--- config.mk ---
export PLATFORM = sky130hd
export DESIGN_NAME = tx_sample_ctrl
export DESIGN_NICKNAME = d
export VERILOG_FILES = /design/src/tx_ctrl_pkg.sv /design/src/burst_fsm.sv /design/src/sample_router.sv /design/src/seq_tracker.sv /design/src/tx_sample_ctrl.sv
export SDC_FILE = /design/constraint.sdc
export NUM_CORES = 1
export LEC_CHECK = 0
export BUFFER_PORTS_ARGS = -buffer_cell sky130_fd_sc_hd__clkbuf_2
export CORE_AREA = 2 2 91 93
export CTS_BUF_LIST = sky130_fd_sc_hd__clkbuf_16
export DETAILED_ROUTE_END_ITERATION = 7
export DIE_AREA = 0 0 93 95
export HOLD_SLACK_MARGIN = 0.02
export PLACE_DENSITY_LB_ADDON = 0.12
export SYNTH_ARGS = -nofsm -noshare
export SYNTH_HDL_FRONTEND = slang
export SYNTH_HIERARCHICAL = 1
export SYNTH_SLANG_ARGS = --single-unit
export TNS_END_PERCENT = 50
--- constraint.sdc ---
create_clock -name clk -period 3.8 [get_ports clk]
set_input_delay 0 -clock clk [delete_from_list [all_inputs] [get_ports clk]]
set_output_delay 0 -clock clk [all_outputs]
set_load 0.05 [all_outputs]
--- src/tx_ctrl_pkg.sv ---
//------------------------------------------------------------
// Shared types for the transmit sample controller.
// Sequence numbers are modulo 256. Each FIFO entry carries two
// complex samples, and only the first is valid when odd is set.
//------------------------------------------------------------
package tx_ctrl_pkg;

    // Widths of the sequence number, one IQ component and status
    localparam int seq_w    = 8;
    localparam int iq_w     = 16;
    localparam int status_w = 64;

    typedef logic [seq_w-1:0] seq_num_t;

    // One stream word, I in the upper half
    typedef struct packed {
        logic [iq_w-1:0] i;
        logic [iq_w-1:0] q;
    } iq_sample_t;

    typedef struct packed {
        logic [iq_w-1:0] i0;
        logic [iq_w-1:0] q0;
        logic [iq_w-1:0] i1;
        logic [iq_w-1:0] q1;
    } sample_pair_t;

    // One FIFO entry, 76 bits
    typedef struct packed {
        sample_pair_t samples;
        seq_num_t     seq_num;
        logic         async;
        logic         eop;
        logic         eob;
        logic         odd;
    } fifo_beat_t;

    // Idle waits for a burst start, odd and even hand out the two
    // samples of the head entry, error purges the FIFO
    typedef enum logic [1:0] {
        idle,
        odd,
        even,
        error
    } ctrl_state_e;

    typedef enum logic [31:0] {
        eob_ack         = 32'd1,
        underflow       = 32'd2,
        seq_error_start = 32'd3,
        seq_error_mid   = 32'd4,
        late            = 32'd5
    } status_code_e;

    typedef struct packed {
        status_code_e code;
        logic [15:0]  zero;
        seq_num_t     expected;
        seq_num_t     seq;
    } status_payload_t;

    // Builds a status word; expected is only meaningful for sequence errors
    function automatic status_payload_t make_status(status_code_e code, seq_num_t expected,
                                                    seq_num_t seq);
        status_payload_t p;
        p.code     = code;
        p.zero     = '0;
        p.expected = expected;
        p.seq      = seq;
        return p;
    endfunction

endpackage

--- src/burst_fsm.sv ---
//------------------------------------------------------------
// Burst state machine with status and consumption reporting.
// Strobes are one cycle wide, their payloads hold until the
// next strobe. Enable low parks the FSM in the purge state.
//------------------------------------------------------------
`timescale 1ns/100ps

module burst_fsm (
    input  logic                        clk,
    input  logic                        rst,
    input  logic                        enable,
    input  logic                        error_policy_next,
    input  logic                        now,
    input  logic                        late,
    input  tx_ctrl_pkg::fifo_beat_t      head_beat,
    input  logic                        head_valid,
    input  logic                        stream_ready,
    input  logic                        bad_seq,
    input  logic                        seq_plus_one,
    input  tx_ctrl_pkg::seq_num_t        expected_seq,
    output tx_ctrl_pkg::ctrl_state_e     state,
    output logic                        status_strobe,
    output tx_ctrl_pkg::status_payload_t status_payload,
    output logic                        consume_strobe,
    output tx_ctrl_pkg::seq_num_t        consumed_seq
);

    tx_ctrl_pkg::seq_num_t head_seq;

    assign head_seq = head_beat.seq_num;

    always_ff @(posedge clk) begin
        if (rst) begin
            state          <= tx_ctrl_pkg::idle;
            status_strobe  <= 1'b0;
            status_payload <= '0;
            consume_strobe <= 1'b0;
            consumed_seq   <= '0;
        end else if (!enable) begin
            // Discard everything while disabled
            state          <= tx_ctrl_pkg::error;
            status_strobe  <= 1'b0;
            status_payload <= '0;
            consume_strobe <= 1'b0;
            consumed_seq   <= '0;
        end else begin
            status_strobe  <= 1'b0;
            consume_strobe <= 1'b0;
            case (state)
                //--------------------------------------------------------
                // There is no start marker; the first valid entry
                // opens the burst
                tx_ctrl_pkg::idle: begin
                    if (head_valid) begin
                        if (head_beat.async || now) begin
                            if (bad_seq) begin
                                state          <= tx_ctrl_pkg::error;
                                status_strobe  <= 1'b1;
                                status_payload <= tx_ctrl_pkg::make_status(
                                    tx_ctrl_pkg::seq_error_start, expected_seq, head_seq);
                            end else begin
                                state <= tx_ctrl_pkg::odd;
                            end
                        end else if (late) begin
                            // Sync burst whose start time has already passed
                            state          <= tx_ctrl_pkg::error;
                            status_strobe  <= 1'b1;
                            status_payload <= tx_ctrl_pkg::make_status(
                                tx_ctrl_pkg::late, '0, head_seq);
                        end
                    end
                end
                //--------------------------------------------------------
                // First sample of the head entry; all error checks live here
                tx_ctrl_pkg::odd: begin
                    if (stream_ready) begin
                        if (!head_valid) begin
                            state          <= tx_ctrl_pkg::error;
                            status_strobe  <= 1'b1;
                            status_payload <= tx_ctrl_pkg::make_status(
                                tx_ctrl_pkg::underflow, '0, head_seq);
                        end else if (seq_plus_one && error_policy_next) begin
                            // Probably one lost packet, so leave this one queued and
                            // restart on it from idle
                            state          <= tx_ctrl_pkg::idle;
                            status_strobe  <= 1'b1;
                            status_payload <= tx_ctrl_pkg::make_status(
                                tx_ctrl_pkg::seq_error_mid, expected_seq, head_seq);
                        end else if (bad_seq) begin
                            state          <= tx_ctrl_pkg::error;
                            status_strobe  <= 1'b1;
                            status_payload <= tx_ctrl_pkg::make_status(
                                tx_ctrl_pkg::seq_error_mid, expected_seq, head_seq);
                        end else if (head_beat.eop && head_beat.eob && head_beat.odd) begin
                            state          <= tx_ctrl_pkg::idle;
                            status_strobe  <= 1'b1;
                            status_payload <= tx_ctrl_pkg::make_status(
                                tx_ctrl_pkg::eob_ack, '0, head_seq);
                            consume_strobe <= 1'b1;
                            consumed_seq   <= head_seq;
                        end else if (head_beat.eop && head_beat.odd) begin
                            // Odd-length packet ends, next entry starts on its first sample
                            consume_strobe <= 1'b1;
                            consumed_seq   <= head_seq;
                        end else begin
                            state <= tx_ctrl_pkg::even;
                        end
                    end
                end
                //--------------------------------------------------------
                // Second sample; the entry pops on the way out
                tx_ctrl_pkg::even: begin
                    if (stream_ready) begin
                        if (head_beat.eop && head_beat.eob) begin
                            state          <= tx_ctrl_pkg::idle;
                            status_strobe  <= 1'b1;
                            status_payload <= tx_ctrl_pkg::make_status(
                                tx_ctrl_pkg::eob_ack, '0, head_seq);
                            consume_strobe <= 1'b1;
                            consumed_seq   <= head_seq;
                        end else begin
                            state <= tx_ctrl_pkg::odd;
                            if (head_beat.eop) begin
                                consume_strobe <= 1'b1;
                                consumed_seq   <= head_seq;
                            end
                        end
                    end
                end
                //--------------------------------------------------------
                // Purge one entry per cycle up to the boundary the
                // policy asks for
                tx_ctrl_pkg::error: begin
                    if (head_valid && head_beat.eop) begin
                        consume_strobe <= 1'b1;
                        consumed_seq   <= head_seq;
                        if (head_beat.eob || error_policy_next) begin
                            state <= tx_ctrl_pkg::idle;
                        end
                    end
                end
                default: begin
                    state <= tx_ctrl_pkg::idle;
                end
            endcase
        end
    end

endmodule

--- src/sample_router.sv ---
//------------------------------------------------------------
// Zero-latency sample routing and FIFO pop control.
// Data and run are only live in cycles with stream_ready high;
// otherwise zeros go downstream.
//------------------------------------------------------------
`timescale 1ns/100ps

module sample_router (
    input  logic                    clk,
    input  logic                    rst,
    input  tx_ctrl_pkg::ctrl_state_e state,
    input  tx_ctrl_pkg::fifo_beat_t  head_beat,
    input  logic                    head_valid,
    input  logic                    bad_seq,
    input  logic                    stream_ready,
    output logic                    head_ready,
    output logic                    run,
    output logic                    stream_valid,
    output tx_ctrl_pkg::iq_sample_t  stream_data
);

    logic send_first;
    logic send_second;

    // A first sample is withheld when it is missing or out of sequence
    assign send_first  = stream_ready && state == tx_ctrl_pkg::odd && head_valid && !bad_seq;
    assign send_second = stream_ready && state == tx_ctrl_pkg::even;

    always_comb begin
        stream_data = '0;
        if (send_first) begin
            stream_data.i = head_beat.samples.i0;
            stream_data.q = head_beat.samples.q0;
        end else if (send_second) begin
            stream_data.i = head_beat.samples.i1;
            stream_data.q = head_beat.samples.q1;
        end
    end

    assign run = send_first || send_second;

    // Purge every cycle in error, otherwise pop after the last sample of the entry
    assign head_ready = (state == tx_ctrl_pkg::error) ||
                        (state == tx_ctrl_pkg::even && stream_ready) ||
                        (state == tx_ctrl_pkg::odd && stream_ready &&
                         head_beat.odd && head_beat.eop);

    // The stream always carries a word once out of reset
    always_ff @(posedge clk) begin
        if (rst) begin
            stream_valid <= 1'b0;
        end else begin
            stream_valid <= 1'b1;
        end
    end

endmodule

--- src/seq_tracker.sv ---
//------------------------------------------------------------
// Expected sequence number tracking, modulo 256.
// Restarts from zero at every burst boundary.
//------------------------------------------------------------
`timescale 1ns/100ps

module seq_tracker (
    input  logic                    clk,
    input  logic                    rst,
    input  logic                    enable,
    input  logic                    error_policy_next,
    input  tx_ctrl_pkg::ctrl_state_e state,
    input  tx_ctrl_pkg::fifo_beat_t  head_beat,
    input  logic                    head_valid,
    input  logic                    head_ready,
    input  logic                    stream_ready,
    output tx_ctrl_pkg::seq_num_t    expected_seq,
    output logic                    bad_seq,
    output logic                    seq_plus_one
);

    tx_ctrl_pkg::seq_num_t next_seq;
    logic                  pop;
    logic                  clr_seq;
    logic                  inc_seq;

    assign next_seq = expected_seq + 1'b1;
    assign pop      = head_valid && head_ready;

    // A finished burst, a burst-policy purge or a disabled purge all
    // restart the count
    assign clr_seq = (pop && head_beat.eop && head_beat.eob) ||
                     (state == tx_ctrl_pkg::error && !error_policy_next) ||
                     (state == tx_ctrl_pkg::error && !enable);

    // A lost packet mid-burst bumps the count so that the next packet
    // lines up again
    assign inc_seq = (pop && head_beat.eop) ||
                     (state == tx_ctrl_pkg::odd && stream_ready && head_valid &&
                      seq_plus_one);

    always_ff @(posedge clk) begin
        if (rst) begin
            expected_seq <= '0;
        end else if (clr_seq) begin
            expected_seq <= '0;
        end else if (inc_seq) begin
            // Wraps at 256 by design
            expected_seq <= next_seq;
        end
    end

    assign bad_seq      = head_beat.seq_num != expected_seq;
    assign seq_plus_one = head_beat.seq_num == next_seq;

endmodule

--- src/tx_sample_ctrl.sv ---
//------------------------------------------------------------
// Transmit sample controller between a two-sample FIFO and a
// sample datapath. One sample leaves per stream_ready cycle.
// head_ready depends combinationally on stream_ready.
//------------------------------------------------------------
`timescale 1ns/100ps

module tx_sample_ctrl (
    input  logic                        clk,
    input  logic                        rst,
    input  logic                        enable,
    input  logic                        error_policy_next,
    input  tx_ctrl_pkg::fifo_beat_t      head_beat,
    input  logic                        head_valid,
    output logic                        head_ready,
    input  logic                        now,
    input  logic                        late,
    output logic                        status_strobe,
    output tx_ctrl_pkg::status_payload_t status_payload,
    output logic                        consume_strobe,
    output tx_ctrl_pkg::seq_num_t        consumed_seq,
    output logic                        run,
    output logic                        stream_valid,
    output tx_ctrl_pkg::iq_sample_t      stream_data,
    input  logic                        stream_ready
);

    tx_ctrl_pkg::ctrl_state_e state;
    tx_ctrl_pkg::seq_num_t    expected_seq;
    logic                     bad_seq;
    logic                     seq_plus_one;

    //------------------------------------------------------------
    // Sequence tracking, burst control and routing all settle
    // within one cycle
    seq_tracker i_seq_tracker (
        .clk               (clk),
        .rst               (rst),
        .enable            (enable),
        .error_policy_next (error_policy_next),
        .state             (state),
        .head_beat         (head_beat),
        .head_valid        (head_valid),
        .head_ready        (head_ready),
        .stream_ready      (stream_ready),
        .expected_seq      (expected_seq),
        .bad_seq           (bad_seq),
        .seq_plus_one      (seq_plus_one)
    );

    burst_fsm i_burst_fsm (
        .clk               (clk),
        .rst               (rst),
        .enable            (enable),
        .error_policy_next (error_policy_next),
        .now               (now),
        .late              (late),
        .head_beat         (head_beat),
        .head_valid        (head_valid),
        .stream_ready      (stream_ready),
        .bad_seq           (bad_seq),
        .seq_plus_one      (seq_plus_one),
        .expected_seq      (expected_seq),
        .state             (state),
        .status_strobe     (status_strobe),
        .status_payload    (status_payload),
        .consume_strobe    (consume_strobe),
        .consumed_seq      (consumed_seq)
    );

    sample_router i_sample_router (
        .clk          (clk),
        .rst          (rst),
        .state        (state),
        .head_beat    (head_beat),
        .head_valid   (head_valid),
        .bad_seq      (bad_seq),
        .stream_ready (stream_ready),
        .head_ready   (head_ready),
        .run          (run),
        .stream_valid (stream_valid),
        .stream_data  (stream_data)
    );

endmodule

After elaboration in Yosys (flattened, before gate mapping)
Index checks and enable logic that the tools add are counted.
- register bits after elaboration: 85
- input bits: 84
- word-level logic and storage cells: 138
- reduce and logical (&&, ||, !) cells: 36
- muxes and demuxes: 65
- bitwise logic cells: 1
- equality and inequality tests: 25
- $add $sub $neg: 1
- operators by type and width (operator ; count):
    64-bit 2-to-1 mux ; 11
    64-bit case mux with 3 select lines ; 1
    8-bit 2-to-1 mux ; 10
    32-bit 2-to-1 mux ; 2
    2-bit 2-to-1 mux ; 14
    8-bit case mux with 3 select lines ; 1
    1-bit 2-to-1 mux ; 23
    1-bit logical AND ; 17
    3-bit by 2-bit != test with 1-bit output (second input constant) ; 5
    2-bit != test (second input constant) ; 6
    3-bit != test (second input constant) ; 3
    9-bit AND reduction ; 1
    8-bit by 1-bit adder with 8-bit output (second input constant) ; 1
    8-bit == test ; 1
    1-bit logical OR ; 8
    8-bit != test ; 1
    2-bit case mux with 4 select lines ; 1
    8-bit AND reduction ; 1
    7-bit by 4-bit != test with 1-bit output (second input constant) ; 1
    7-bit AND reduction ; 1
    1-bit case mux with 3 select lines ; 2
    3-bit nonzero test ; 2
    5-bit by 2-bit != test with 1-bit output (second input constant) ; 1
    2-bit == test (second input constant) ; 2
    8 further kinds ; 12

Depth between registers and ports, before layout
Gate-level depths: netlist of run 1.
- depth after elaboration: 11
- mapped depth: 12
- depth with buffers taken out: 10

Modules after synthesis
The synthesis of run 1 kept the hierarchy.
- by module, submodules not included (module ; cells each ; times used ; area an instance (um^2)):
    burst_fsm ; 239 ; 1 ; 2013.2
    seq_tracker ; 107 ; 1 ; 789.5
    sample_router ; 89 ; 1 ; 733.2

Worst setup path before layout of run 1
No wires, ideal clock.
- path kind: register to register
- start point: register i_seq_tracker.expected_seq[0]
- end point: register i_burst_fsm/status_payload[32] (netlist name)
- data arrival time: 2530 ps
- stages on the path, launching flop included: 13
- slack: 1144 ps
- clock period less this slack: 2656 ps
- setup time: 125 ps
- cells stage by stage: dfxtp_1 -> ha_1 -> and3_2 -> xnor2_1 -> nand4_1 -> or2_1 -> nor3_1 -> a21oi_1 -> nand4_1 -> nand3_2 -> buf_6 -> buf_12 -> mux2i_1
- cells in the longest elaborated chain, start to end: 7
- elaborated cells on any way between the ends: 12
- those cells by class: add/sub: 1; eq/ne: 4; mux: 5; reduce/logical: 2
- ends and longest elaborated chain (what ; RTL line ; RTL):
    from (decl) ; seq_tracker.sv:17 ; output tx_ctrl_pkg::seq_num_t expected_seq,
    from (signal assigned) ; seq_tracker.sv:49 ; expected_seq <= next_seq;
    8-bit by 1-bit adder with 8-bit output * ; seq_tracker.sv:27 ; assign next_seq = expected_seq + 1'b1;
    8-bit == test * ; seq_tracker.sv:54 ; assign seq_plus_one = head_beat.seq_num == next_seq;
    named net seq_plus_one ; tx_sample_ctrl.sv:31 ; logic seq_plus_one;
    1-bit logical AND * ; burst_fsm.sv:82 ; end else if (seq_plus_one && error_policy_next) begin
    64-bit 2-to-1 mux ; burst_fsm.sv:82 ;
    64-bit 2-to-1 mux ; burst_fsm.sv:77 ; if (!head_valid) begin
    64-bit 2-to-1 mux ; burst_fsm.sv:76 ; if (stream_ready) begin
    64-bit case mux with 3 select lines ; burst_fsm.sv:49 ; case (state)
Mark *: on every way through the listed nets, which the timed path passes. The rest lies on a longest branch. The select of a mux whose other input is x is not followed.
A chain may end at the register's enable or synchronous reset.

Worst setup path in the final report of run 1
- start point: register i_seq_tracker.expected_seq[0]
- end point: register i_burst_fsm/status_payload[6] (netlist name)
- cells in the longest elaborated chain, start to end: 7
- elaborated cells on any way between the ends: 12
- those cells by class: add/sub: 1; eq/ne: 4; mux: 5; reduce/logical: 2
- ends and longest elaborated chain (what ; RTL line):
    8-bit by 1-bit adder with 8-bit output * ; seq_tracker.sv:27
    8-bit == test * ; seq_tracker.sv:54
    named net seq_plus_one ; tx_sample_ctrl.sv:31
    1-bit logical AND * ; burst_fsm.sv:82
    64-bit 2-to-1 mux ; burst_fsm.sv:82
    64-bit 2-to-1 mux ; burst_fsm.sv:77
    64-bit 2-to-1 mux ; burst_fsm.sv:76
    64-bit case mux with 3 select lines ; burst_fsm.sv:49
Marked as above.

==> flow_metrics.env, run 1 <==
export IMPL_ys_ff_latch=40
export IMPL_p_sw_uw=633
export IMPL_final_common_cell="clkbuf_2"
export IMPL_drt_iter0_drc=256
export IMPL_cp_max_fo=17
export IMPL_clk_pin_slew_ns=0.06
export IMPL_end_kind="register"
export IMPL_synth_cells=435
export IMPL_grt_pass1_vias=3144
export IMPL_cts_root_buffer="clkbuf_16"
export IMPL_r2r_start="i_seq_tracker/expected_seq[0]"
export IMPL_async_flop_share_pct=0
export IMPL_clock_skew_ns=0.00559
export IMPL_finalHoldViolCount=0
export IMPL_wl_mm=10.2
export IMPL_io_pins=193
export IMPL_power_frac_seq_pct=29.5
export IMPL_routedWlPerCell_microns=15.1
export IMPL_nets=656
export IMPL_grt_pass1_wl_mm=15.5
export IMPL_htree_num_levels=2
export IMPL_ys_seq_area_share_pct=22.6
export IMPL_worstHoldPathCells=3
export IMPL_grtUsageTotal_pct=21.6
export IMPL_place_congestion=0.899
export IMPL_grt_max_degree=39
export IMPL_ys_types=66
export IMPL_finalCriticalPeriod_ns=3.39
export IMPL_cp_data_arrival_time_ns=3.59
export IMPL_die_x_microns=93
export IMPL_ff2ff_setup_slack_ns=0.41
export IMPL_place_ws_ns=0.509
export IMPL_antenna_left=0
export IMPL_r2r_cells=10
export IMPL_fin_ws_ns=0.406
export IMPL_met2_length_mm=5.21
export IMPL_num_vias=3647
export IMPL_highest_layer="met4"
export IMPL_hpwlAfterDp_mm=7.71
export IMPL_cp_start_kind="register"
export IMPL_drc=0
export IMPL_min_delay_start="head_beat[6]"
export IMPL_cp_startpoint="i_seq_tracker/expected_seq[0]"
export IMPL_min_to="i_burst_fsm/status_payload[2]"
export IMPL_worst_hold_slack_ns=0.0352
export IMPL_power_leakage_nw=2.05
export IMPL_via_per_inst=5.43
export IMPL_power_frac_clock_pct=31.0
export IMPL_setup_viol=0
export IMPL_initial_core_util_pct=44.6
export IMPL_final_cell_mix="147 x clkbuf_2, 45 x conb_1, 40 x dfxtp_1"
export IMPL_status="finished clean"
export IMPL_clock_sinks=40
export IMPL_combPwrFrac_pct=39.5
export IMPL_worstSetupPathType="register to register"
export IMPL_fmax_mhz=295
export IMPL_worst_slew_pin_slew_ns=1.23
export IMPL_stdcell_count=672
export IMPL_antenna_cells=0
export IMPL_dr_wl_met3_microns=600
export IMPL_maxCapViolations=0
export IMPL_synth_main_ff_cell="dfxtp_1"
export IMPL_cts_tree="done"
export IMPL_dp_cells=659
export IMPL_vdd_drop_max_uv=234
export IMPL_total_power_mw=1.54
export IMPL_final_period_utilization_pct=89.3
export IMPL_num_rows=33
export IMPL_wl_met1_mm=4.30
export IMPL_ys_warn_count=6
export IMPL_die_area_sq_mm=0.00884
export IMPL_p_int_uw=911
export IMPL_die_h_microns=95
export IMPL_clock_path_buffers=2
export IMPL_cts_buffers=5
export IMPL_hp_class="input port to register"
export IMPL_rsz0062_at_grt="no"
export IMPL_grt_overflow_total=0
export IMPL_drt_first_pass_iters=4
export IMPL_clk_latency_ns=0.28
export IMPL_area_growth_syn_to_layout_pct=20.3
export IMPL_synth_edf_count=0
export IMPL_swShare_pct=41.0
export IMPL_drv_slew=0
export IMPL_drive_gt1_share_pct=30.2
export IMPL_syn_avg_cell_area_sq_um=8.13
export IMPL_netlist_area_sq_mm=0.00354
export IMPL_io_buffers=147
export IMPL_powerDensity_mw_per_mm2=363
export IMPL_slew_headroom_pct=17.6
export IMPL_core_sq_mm=0.00793
export IMPL_tns_ns=0
export IMPL_r2r_end="i_burst_fsm/status_payload[6]"
export IMPL_antenna_found_initial=0
export IMPL_critPathRequiredTime_ns=3.99
-- state kept, by name (all words and copies together) (netlist names) --
signal / count
i_burst_fsm/consume_strobe: 1
i_burst_fsm/consumed_seq: 8
i_seq_tracker/expected_seq: 8
i_burst_fsm/status_strobe: 1
i_sample_router/stream_valid: 1
i_burst_fsm/state: 2
i_burst_fsm/status_payload: 19
-- layer usage --
metal / up-vias / global-route usage [%]
met4: 0 / 3.80
met2: 129 / 39.9
met5: - / 0
met3: 4 / 3.59
li1: 1773 / -
met1: 1741 / 26.7
-- through the flow --
stage | cell area, sq um | utilization (%)
6_report | 4260 | 53.7
5_1_grt | 4260 | 53.7
4_1_cts | 4260 | 53.7
3_5_place_dp | 4040 | 50.9
3_3_place_gp | 4040 | 50.9
2_1_floorplan | 3700 | -
-- kinds of logic (layout without fill, tap and decap cells) --
family                     Yosys count  after routing  share of synthesized area [%]
and+or+nand+nor                    160            160                           26.3
AOI/OAI and AO/OA                  108            108                           23.2
buffers and inverters               89            177                           17.1
DFF                                 40             40                           22.6
muxes                               19             19                           5.38
xor gates and xnor gates            12             12                           3.19
adders and majority gates            6              6                           2.12
other                                1             45                          0.106
-- layout make-up --
type	count	area (sq um)
Tap cell	105	131
Fill cell	788	3670
Inverter	16	60.1
Clock inverter	3	42.5
Sequential cell	40	801
Clock buffer	5	125
Multi-Input combinational cell	350	2300
Timing Repair Buffer	153	793
-- synthesized netlist by cell type, drive strengths merged, types with 2 or more instances --
library cell	count	area, sq um
nor4	9	71.3
nand2	38	143
a31o	2	17.5
nand3	25	130
and3	10	68.8
xnor2	4	42.6
ha	6	75.1
o22ai	3	25.0
a21oi	19	95.1
or3	5	31.3
a211oi	2	15.0
a21o	2	15.0
and2	5	31.3
a311oi	4	35.0
o21ai	19	95.1
nor3	3	15.0
nor2	7	26.3
dfxtp	40	801
o2bb2ai	2	17.5
and4b	4	41.3
nand2b	4	25.0
o31a	2	18.8
nor2b	22	138
mux2i	19	190
nand4	7	43.8
buf	65	512
inv	16	60.1
o211ai	6	45.0
clkbuf	8	31.3
a32o	31	310
a31oi	3	18.8
and2b	11	82.6
and4	3	26.3
xor2	8	70.1
o31ai	4	35.0
-- power by group through the flow --
stage	sequential, mW	clock, mW	combinational [mW]
2_1_floorplan	0.513	0	0.483
3_3_place_gp	0.465	0	0.597
3_5_place_dp	0.465	0	0.600
4_1_cts	0.456	0.491	0.607
5_1_grt	0.459	0.505	0.650
6_report	0.456	0.478	0.610
-- how the worst max path moves through the flow --
stage                                           to  slack, ns  cells after the start
global route        i_burst_fsm/status_payload[12]       0.15                     10
finish               i_burst_fsm/status_payload[6]       0.41                     10
CTS                  i_burst_fsm/status_payload[6]       0.48                     10
floorplan           i_burst_fsm/status_payload[32]       1.14                     12
global placement    i_burst_fsm/status_payload[11]       0.66                     10
detailed placement  i_burst_fsm/status_payload[12]       0.51                     10
-- repair_timing --
action	4_1_cts	5_1_grt
hold buffers	5	0
resized for setup	0	0
endpoints found under the hold margin	6	0
setup buffers	0	0
-- worst max-delay path, stage by stage (launching register included) --
cell,delay [ns]
dfxtp_1,0.43
ha_1,0.29
and3_2,0.25
xnor2_1,0.13
nand4_1,0.28
or2_1,0.33
nor3_1,0.30
a21oi_1,0.25
nand4_1,0.23
nand3_2,0.48
mux2i_1,0.32
No activity file was read; power rests on OpenSTA's default activity.
==> run 2: changes to the inputs <==
--- a/config.mk
+++ b/config.mk
@@ -5,11 +5,12 @@
 export SDC_FILE = /design/constraint.sdc
 export NUM_CORES = 1
 export LEC_CHECK = 0
+export ABC_AREA = 1
 export BUFFER_PORTS_ARGS = -buffer_cell sky130_fd_sc_hd__clkbuf_2
-export CORE_AREA = 2 2 91 93
+export CORE_AREA = 3 3 94 96
 export CTS_BUF_LIST = sky130_fd_sc_hd__clkbuf_16
 export DETAILED_ROUTE_END_ITERATION = 7
-export DIE_AREA = 0 0 93 95
+export DIE_AREA = 0 0 97 99
 export HOLD_SLACK_MARGIN = 0.02
 export PLACE_DENSITY_LB_ADDON = 0.12
 export SYNTH_ARGS = -nofsm -noshare
==> run 2 against run 1 <==
Power increased by 14%. Design area increased by 2.2%. Largest power group unchanged. Area after synthesis increased by 3.5%. Core utilization decreased by 0.22 points. Worst setup slack improved by 0.46 ns. Register-to-register slack improved by 0.46 ns. Largest cell class unchanged.
==> flow_metrics.env, run 2 <==
export IMPL_core_sq_mm=0.00813
export IMPL_die_area_sq_mm=0.00960
export IMPL_cts_root_buffer="clkbuf_16"
export IMPL_netlist_area_leader_share_pct=21.9
export IMPL_ys_ff_latch=40
export IMPL_io_buffers=147
export IMPL_io_pins=193
export IMPL_nets=800
export IMPL_ys_warn_count=6
export IMPL_status="finished clean"
export IMPL_cp_data_arrival_time_ns=3.11
export IMPL_end_kind="register"
export IMPL_via_per_inst=4.90
export IMPL_drive_gt1_share_pct=26.4
export IMPL_regArea_sq_um=801
export IMPL_fmax_mhz=341
export IMPL_cp_cell_sequence="ha_1 > nand3_2 > nor2_2 > nand2_1 > nand2_1 > inv_2 > nor4_1 > nand2_1 > nand2_1 > inv_2 > nand3_1 > nand3_4 > nor3_1 > nor2_1"
export IMPL_clk_latency_ns=0.28
export IMPL_num_rows=33
export IMPL_critPathRequiredTime_ns=3.98
export IMPL_drt_first_pass_iters=6
export IMPL_grtUsageTotal_pct=21.6
export IMPL_final_period_utilization_pct=77.1
export IMPL_finalHoldViolCount=0
export IMPL_power_leakage_nw=2.46
export IMPL_clock_skew_ns=0.00478
export IMPL_hpwlAfterDp_mm=8.42
export IMPL_crit_path_frequent_cell="nand2_1"
export IMPL_worstSetupPathType="register to register"
export IMPL_cpPeakStageDelay_ns=0.45
export IMPL_cts_tree="done"
export IMPL_drv_slew=0
export IMPL_netlist_area_sq_mm=0.00366
export IMPL_path_delay_family="simple AND/OR/NAND/NOR gates"
export IMPL_r2r_cells=14
export IMPL_cp_max_fo=28
export IMPL_final_cell_mix="154 x nand2_1, 147 x clkbuf_2, 62 x nand3_1"
export IMPL_syn_avg_cell_area_sq_um=6.25
export IMPL_antenna_found_initial=0
export IMPL_slew_headroom_pct=28.1
export IMPL_cp_depth=14
export IMPL_top_regs="i_burst_fsm/status_payload (19), i_burst_fsm/consumed_seq (8), i_seq_tracker/expected_seq (8)"
export IMPL_cts_buffers=5
export IMPL_yosysMostFrequentCell="nand2_1"
export IMPL_drc=0
export IMPL_regMostFlops="i_burst_fsm/status_payload"
export IMPL_hp_class="input port to register"
export IMPL_clock_path_buffers=2
export IMPL_grt_max_degree=40
export IMPL_final_util_pct=53.5
export IMPL_wl_mm=10.8
export IMPL_setup_viol=0
export IMPL_post_cts_setup_buffers=0
export IMPL_synth_main_ff_cell="dfxtp_1"
export IMPL_yosys_top_cells_area="dfxtp_1 22%, nand2_1 16%, buf_4 10%"
export IMPL_cp_num_buf_inv=2
export IMPL_cp_start_kind="register"
export IMPL_vdd_drop_max_uv=227
export IMPL_grt_pass1_wl_mm=17.6
export IMPL_synth_common_cells="154 x nand2_1, 62 x nand3_1, 53 x inv_1"
export IMPL_multi_input_area_sq_mm=0.00224
export IMPL_worstHoldPathCells=3
export IMPL_die_h_microns=99
export IMPL_tns_ns=0
export IMPL_yosys_area_top_type="dfxtp_1"
export IMPL_grt_overflow_total=0
export IMPL_rsz0062_at_grt="no"
export IMPL_clock_sinks=40
export IMPL_place_congestion=0.879
export IMPL_largest_register_ffs=19
export IMPL_num_vias=3998
export IMPL_cp_slowest_cell="dfxtp_1"
export IMPL_finalCriticalPeriod_ns=2.93
export IMPL_synth_edf_count=0
export IMPL_powerDensity_mw_per_mm2=406
export IMPL_ys_seq_area_share_pct=21.9
export IMPL_grt_pass1_vias=3561
export IMPL_async_flop_share_pct=0
export IMPL_maxCapViolations=0
export IMPL_worst_slew_pin_slew_ns=1.07
export IMPL_antenna_left=0
export IMPL_area_growth_syn_to_layout_pct=18.8
export IMPL_synth_cells=586
export IMPL_initial_core_util_pct=45.0
export IMPL_ys_types=35
export IMPL_final_common_cell="nand2_1"
export IMPL_die_x_microns=97
export IMPL_antenna_cells=0
export IMPL_htree_num_levels=2
export IMPL_drt_iter0_drc=211
export IMPL_fillers=837
export IMPL_clk_pin_slew_ns=0.06
export IMPL_routedWlPerCell_microns=13.3
-- run 2: final cells by class --
class                      count  share of cell area (%)
clock buffer                   5                    2.88
tap                          105                    3.02
sequential                    40                    18.4
inverter                      62                    5.35
timing repair buffer         152                    17.8
multi-input combinational    449                    51.4
clock inverter                 3                    1.06
-- run 2: power by group --
group	internal (mW)	switching [mW]	leakage, nW
clock	0.312	0.188	0.0804
sequential	0.455	0.0424	0.326
combinational	0.187	0.579	2.06
-- run 2: kinds of logic (layout without fill, tap and decap cells) --
| group | Yosys count | in the layout | share of synthesized area [%] |
|---|---|---|---|
| DFF | 40 | 40 | 21.9 |
| other | 1 | 45 | 0.102 |
| xor gates and xnor gates | 13 | 13 | 3.11 |
| AOI/OAI and AO/OA | 43 | 43 | 6.80 |
| adders and majority gates | 6 | 6 | 2.05 |
| and+or+nand+nor | 342 | 342 | 44.5 |
| buffers and inverters | 141 | 222 | 21.6 |
-- run 2: final timing paths --
check | from | end | slack [ns]
worst max register to register | i_seq_tracker/expected_seq[1] | i_burst_fsm/status_payload[32] | 0.87
worst max-delay path | i_seq_tracker/expected_seq[1] | i_burst_fsm/status_payload[32] | 0.87
worst min register to register | i_burst_fsm/status_payload[4] | i_burst_fsm/status_payload[4] | 0.46
worst min-delay path | head_beat[4] | i_burst_fsm/consumed_seq[0] | 0.02
-- run 2: worst reg2reg max path: stages, from the launching register on --
cell and delay, ns:
dfxtp_1 0.45, ha_1 0.26, nand3_2 0.15, nor2_2 0.15, nand2_1 0.06, nand2_1 0.08
inv_2 0.05, nor4_1 0.28, nand2_1 0.17, nand2_1 0.14, inv_2 0.07, nand3_1 0.35
nand3_4 0.34, nor3_1 0.24, nor2_1 0.05
-- run 2: what timing repair did --
item,in CTS,in global routing
hold endpoints to repair,1,0
hold buffers,1,0
resized for setup,0,0
-- run 2: through the flow --
stage	instance area (sq um)	hold WS, ns	instances	total power [mW]	setup WS (ns)
after floorplan	3830	0.0565	630	1.16	1.54
after global placement	4170	0.209	807	1.26	1.04
after detailed placement	4170	0.211	807	1.27	0.918
after CTS	4350	0.0259	816	1.77	0.893
after global routing	4350	0.0525	816	1.87	0.447
final	4350	0.0222	816	1.76	0.869
-- run 2: per-layer routing --
metal  vias to the layer above  track usage (%)  part of all wire (%)
met3                        16             3.54                   6.1
li1                       2059                -                     -
met4                         0             5.72                   1.9
met5                         -                0                     0
met1                      1774             28.2                    43
met2                       149             37.2                    49
==> run 3: changes to the inputs <==
--- a/config.mk
+++ b/config.mk
@@ -7,10 +7,10 @@
 export LEC_CHECK = 0
 export ABC_AREA = 1
 export BUFFER_PORTS_ARGS = -buffer_cell sky130_fd_sc_hd__clkbuf_2
-export CORE_AREA = 3 3 94 96
+export CORE_AREA = 3 3 98 100
 export CTS_BUF_LIST = sky130_fd_sc_hd__clkbuf_16
 export DETAILED_ROUTE_END_ITERATION = 7
-export DIE_AREA = 0 0 97 99
+export DIE_AREA = 0 0 101 103
 export HOLD_SLACK_MARGIN = 0.02
 export PLACE_DENSITY_LB_ADDON = 0.12
 export SYNTH_ARGS = -nofsm -noshare
==> constraint.sdc (replaced) <==
create_clock -name clk -period 2.4 [get_ports clk]
set_input_delay 0 -clock clk [delete_from_list [all_inputs] [get_ports clk]]
set_output_delay 0 -clock clk [all_outputs]
set_load 0.05 [all_outputs]
==> run 3 against run 2 <==
Design area up 19%. Clock skew about the same. First-iteration DRC count up 72%. Cell count up 3.9%. Combinational power up 94%. Non-clock buffer count up 26.
==> flow_metrics.env, run 3 (synthesized netlist as in run 2, its figures left out) <==
export IMPL_grtUsageTotal_pct=21.8
export IMPL_grt_pass1_vias=3856
export IMPL_clock_path_buffers=2
export IMPL_maxCapViolations=0
export IMPL_grt_use_met1_pct=27.8
export IMPL_num_rows=34
export IMPL_core_sq_mm=0.00876
export IMPL_die_area_sq_mm=0.0104
export IMPL_regMostFlops="i_burst_fsm/status_payload"
export IMPL_final_util_pct=59.0
export IMPL_setup_viol=0
export IMPL_initial_core_util_pct=41.8
export IMPL_final_period_utilization_pct=96.8
export IMPL_clock_sinks=40
export IMPL_fillers=837
export IMPL_die_x_microns=101
export IMPL_final_cell_mix="131 x nand2_1, 114 x clkbuf_2, 58 x nand3_1"
export IMPL_status="finished clean"
export IMPL_largest_register_ffs=19
export IMPL_worstSetupPathType="register to output port"
export IMPL_cts_tree="done"
export IMPL_antenna_left=0
export IMPL_power_leakage_nw=2.74
export IMPL_routedWlPerCell_microns=14.9
export IMPL_wl_mm=12.7
export IMPL_grt_busiest_layer="met2"
export IMPL_drt_iter0_drc=362
export IMPL_cts_buffers=5
export IMPL_hpwlAfterDp_mm=8.62
export IMPL_regArea_sq_um=813
export IMPL_powerDensity_mw_per_mm2=591
export IMPL_grt_util_met2_pct=39.4
export IMPL_area_growth_syn_to_layout_pct=41.1
export IMPL_final_cell_area_sq_mm=0.00517
export IMPL_vdd_drop_max_uv=277
export IMPL_num_vias=4343
export IMPL_drv_slew=0
export IMPL_rsz0062_at_grt="yes"
export IMPL_nets=829
export IMPL_grt_max_degree=34
export IMPL_cp_start_kind="register"
export IMPL_critPathRequiredTime_ns=2.40
export IMPL_fmax_mhz=430
export IMPL_drive_gt1_share_pct=34.9
export IMPL_grt_pass1_wl_mm=18.5
export IMPL_placed_area_sq_mm=0.00439
export IMPL_cts_root_buffer="clkbuf_16"
export IMPL_clk_latency_ns=0.29
export IMPL_place_congestion=0.897
export IMPL_grt_overflow_total=0
export IMPL_multi_input_area_sq_mm=0.00247
export IMPL_top_regs="i_burst_fsm/status_payload (19), i_burst_fsm/consumed_seq (8), i_seq_tracker/expected_seq (8)"
export IMPL_io_buffers=147
export IMPL_clock_skew_ns=0.00459
export IMPL_die_h_microns=103
export IMPL_cp_data_arrival_time_ns=2.32
export IMPL_end_kind="output port"
export IMPL_cp_max_fo=17
export IMPL_finalCriticalPeriod_ns=2.32
export IMPL_htree_num_levels=2
export IMPL_via_per_inst=5.12
export IMPL_drc=0
export IMPL_met3_usage_pct=2.57
export IMPL_total_power_mw=3.05
export IMPL_hp_class="input port to register"
export IMPL_io_pins=193
export IMPL_antenna_found_initial=0
export IMPL_clk_pin_slew_ns=0.06
export IMPL_drt_first_pass_iters=5
export IMPL_antenna_cells=0
export IMPL_final_common_cell="nand2_1"
export IMPL_finalHoldViolCount=0
-- run 3: cell count changes in the layout (fill, tap and decap cells not counted), sizes merged --
cell | previous run | this run
clkbuf | 152 | 122
buf | 4 | 59
nand3 | 69 | 72
dlygate4sd3 | 1 | 2
-- run 3: repair_timing --
item,in CTS,in global routing
hold buffers,2,0
endpoints found under the setup margin,44,62
buffers inserted,2,4
gates resized for setup,38,116
cloned,3,4
pin swaps,3,27
endpoints found under the hold margin,2,0
-- run 3: path summary, 6_finish.rpt --
kind	start	slack, ns	to	cells past startpoint
worst max-delay path	i_seq_tracker/expected_seq[0]	0.08	stream_data[17]	12
worst min-delay path	head_beat[8]	0.02	i_burst_fsm/consumed_seq[4]	3
worst max register to register	i_seq_tracker/expected_seq[1]	0.12	i_burst_fsm/status_payload[15]	14
worst min register to register	i_burst_fsm/status_payload[0]	0.46	i_burst_fsm/status_payload[0]	2
-- run 3: final cells by class --
| cell class | count | area share (%) |
|---|---|---|
| Sequential cell | 40 | 15.7 |
| Clock buffer | 5 | 2.42 |
| Timing Repair Buffer | 178 | 25.8 |
| Clock inverter | 3 | 0.896 |
| Inverter | 62 | 4.70 |
| Multi-Input combinational cell | 452 | 47.8 |
| Tap cell | 108 | 2.62 |
-- run 3: critical path: stages, from the launching register on --
cell and delay, ns:
dfxtp_4 0.37, buf_6 0.13, inv_6 0.04, nand2_4 0.06, nand2_4 0.06, nor4_4 0.30, nand4_1 0.17, buf_4 0.19
nor2_4 0.17, buf_12 0.18, nand3_1 0.09, nand2_1 0.11, buf_6 0.17
-- run 3: metal layers --
metal	part of all wire, %	up-vias
met4	1.3	0
li1	-	2119
met3	7.2	16
met5	0	-
met1	39	2015
met2	52	193
-- run 3: through the flow --
stage	hold slack, ns	TNS [ns]	std cells	setup slack (ns)
finish	0.0207	0	848	0.0761
floorplan	0.0565	0	630	0.145
CTS	0.0389	-0.0119	841	-0.0119
global placement	0.200	0	826	0.0537
detailed placement	0.199	-0.0542	826	-0.0429
global route	0.0605	-2.67	848	-0.0915
-- run 3: power breakdown --
part           internal, mW  total (mW)  switching [mW]
registers             0.720       0.770          0.0494
clock network         0.495       0.793           0.298
logic                 0.448        1.49            1.04
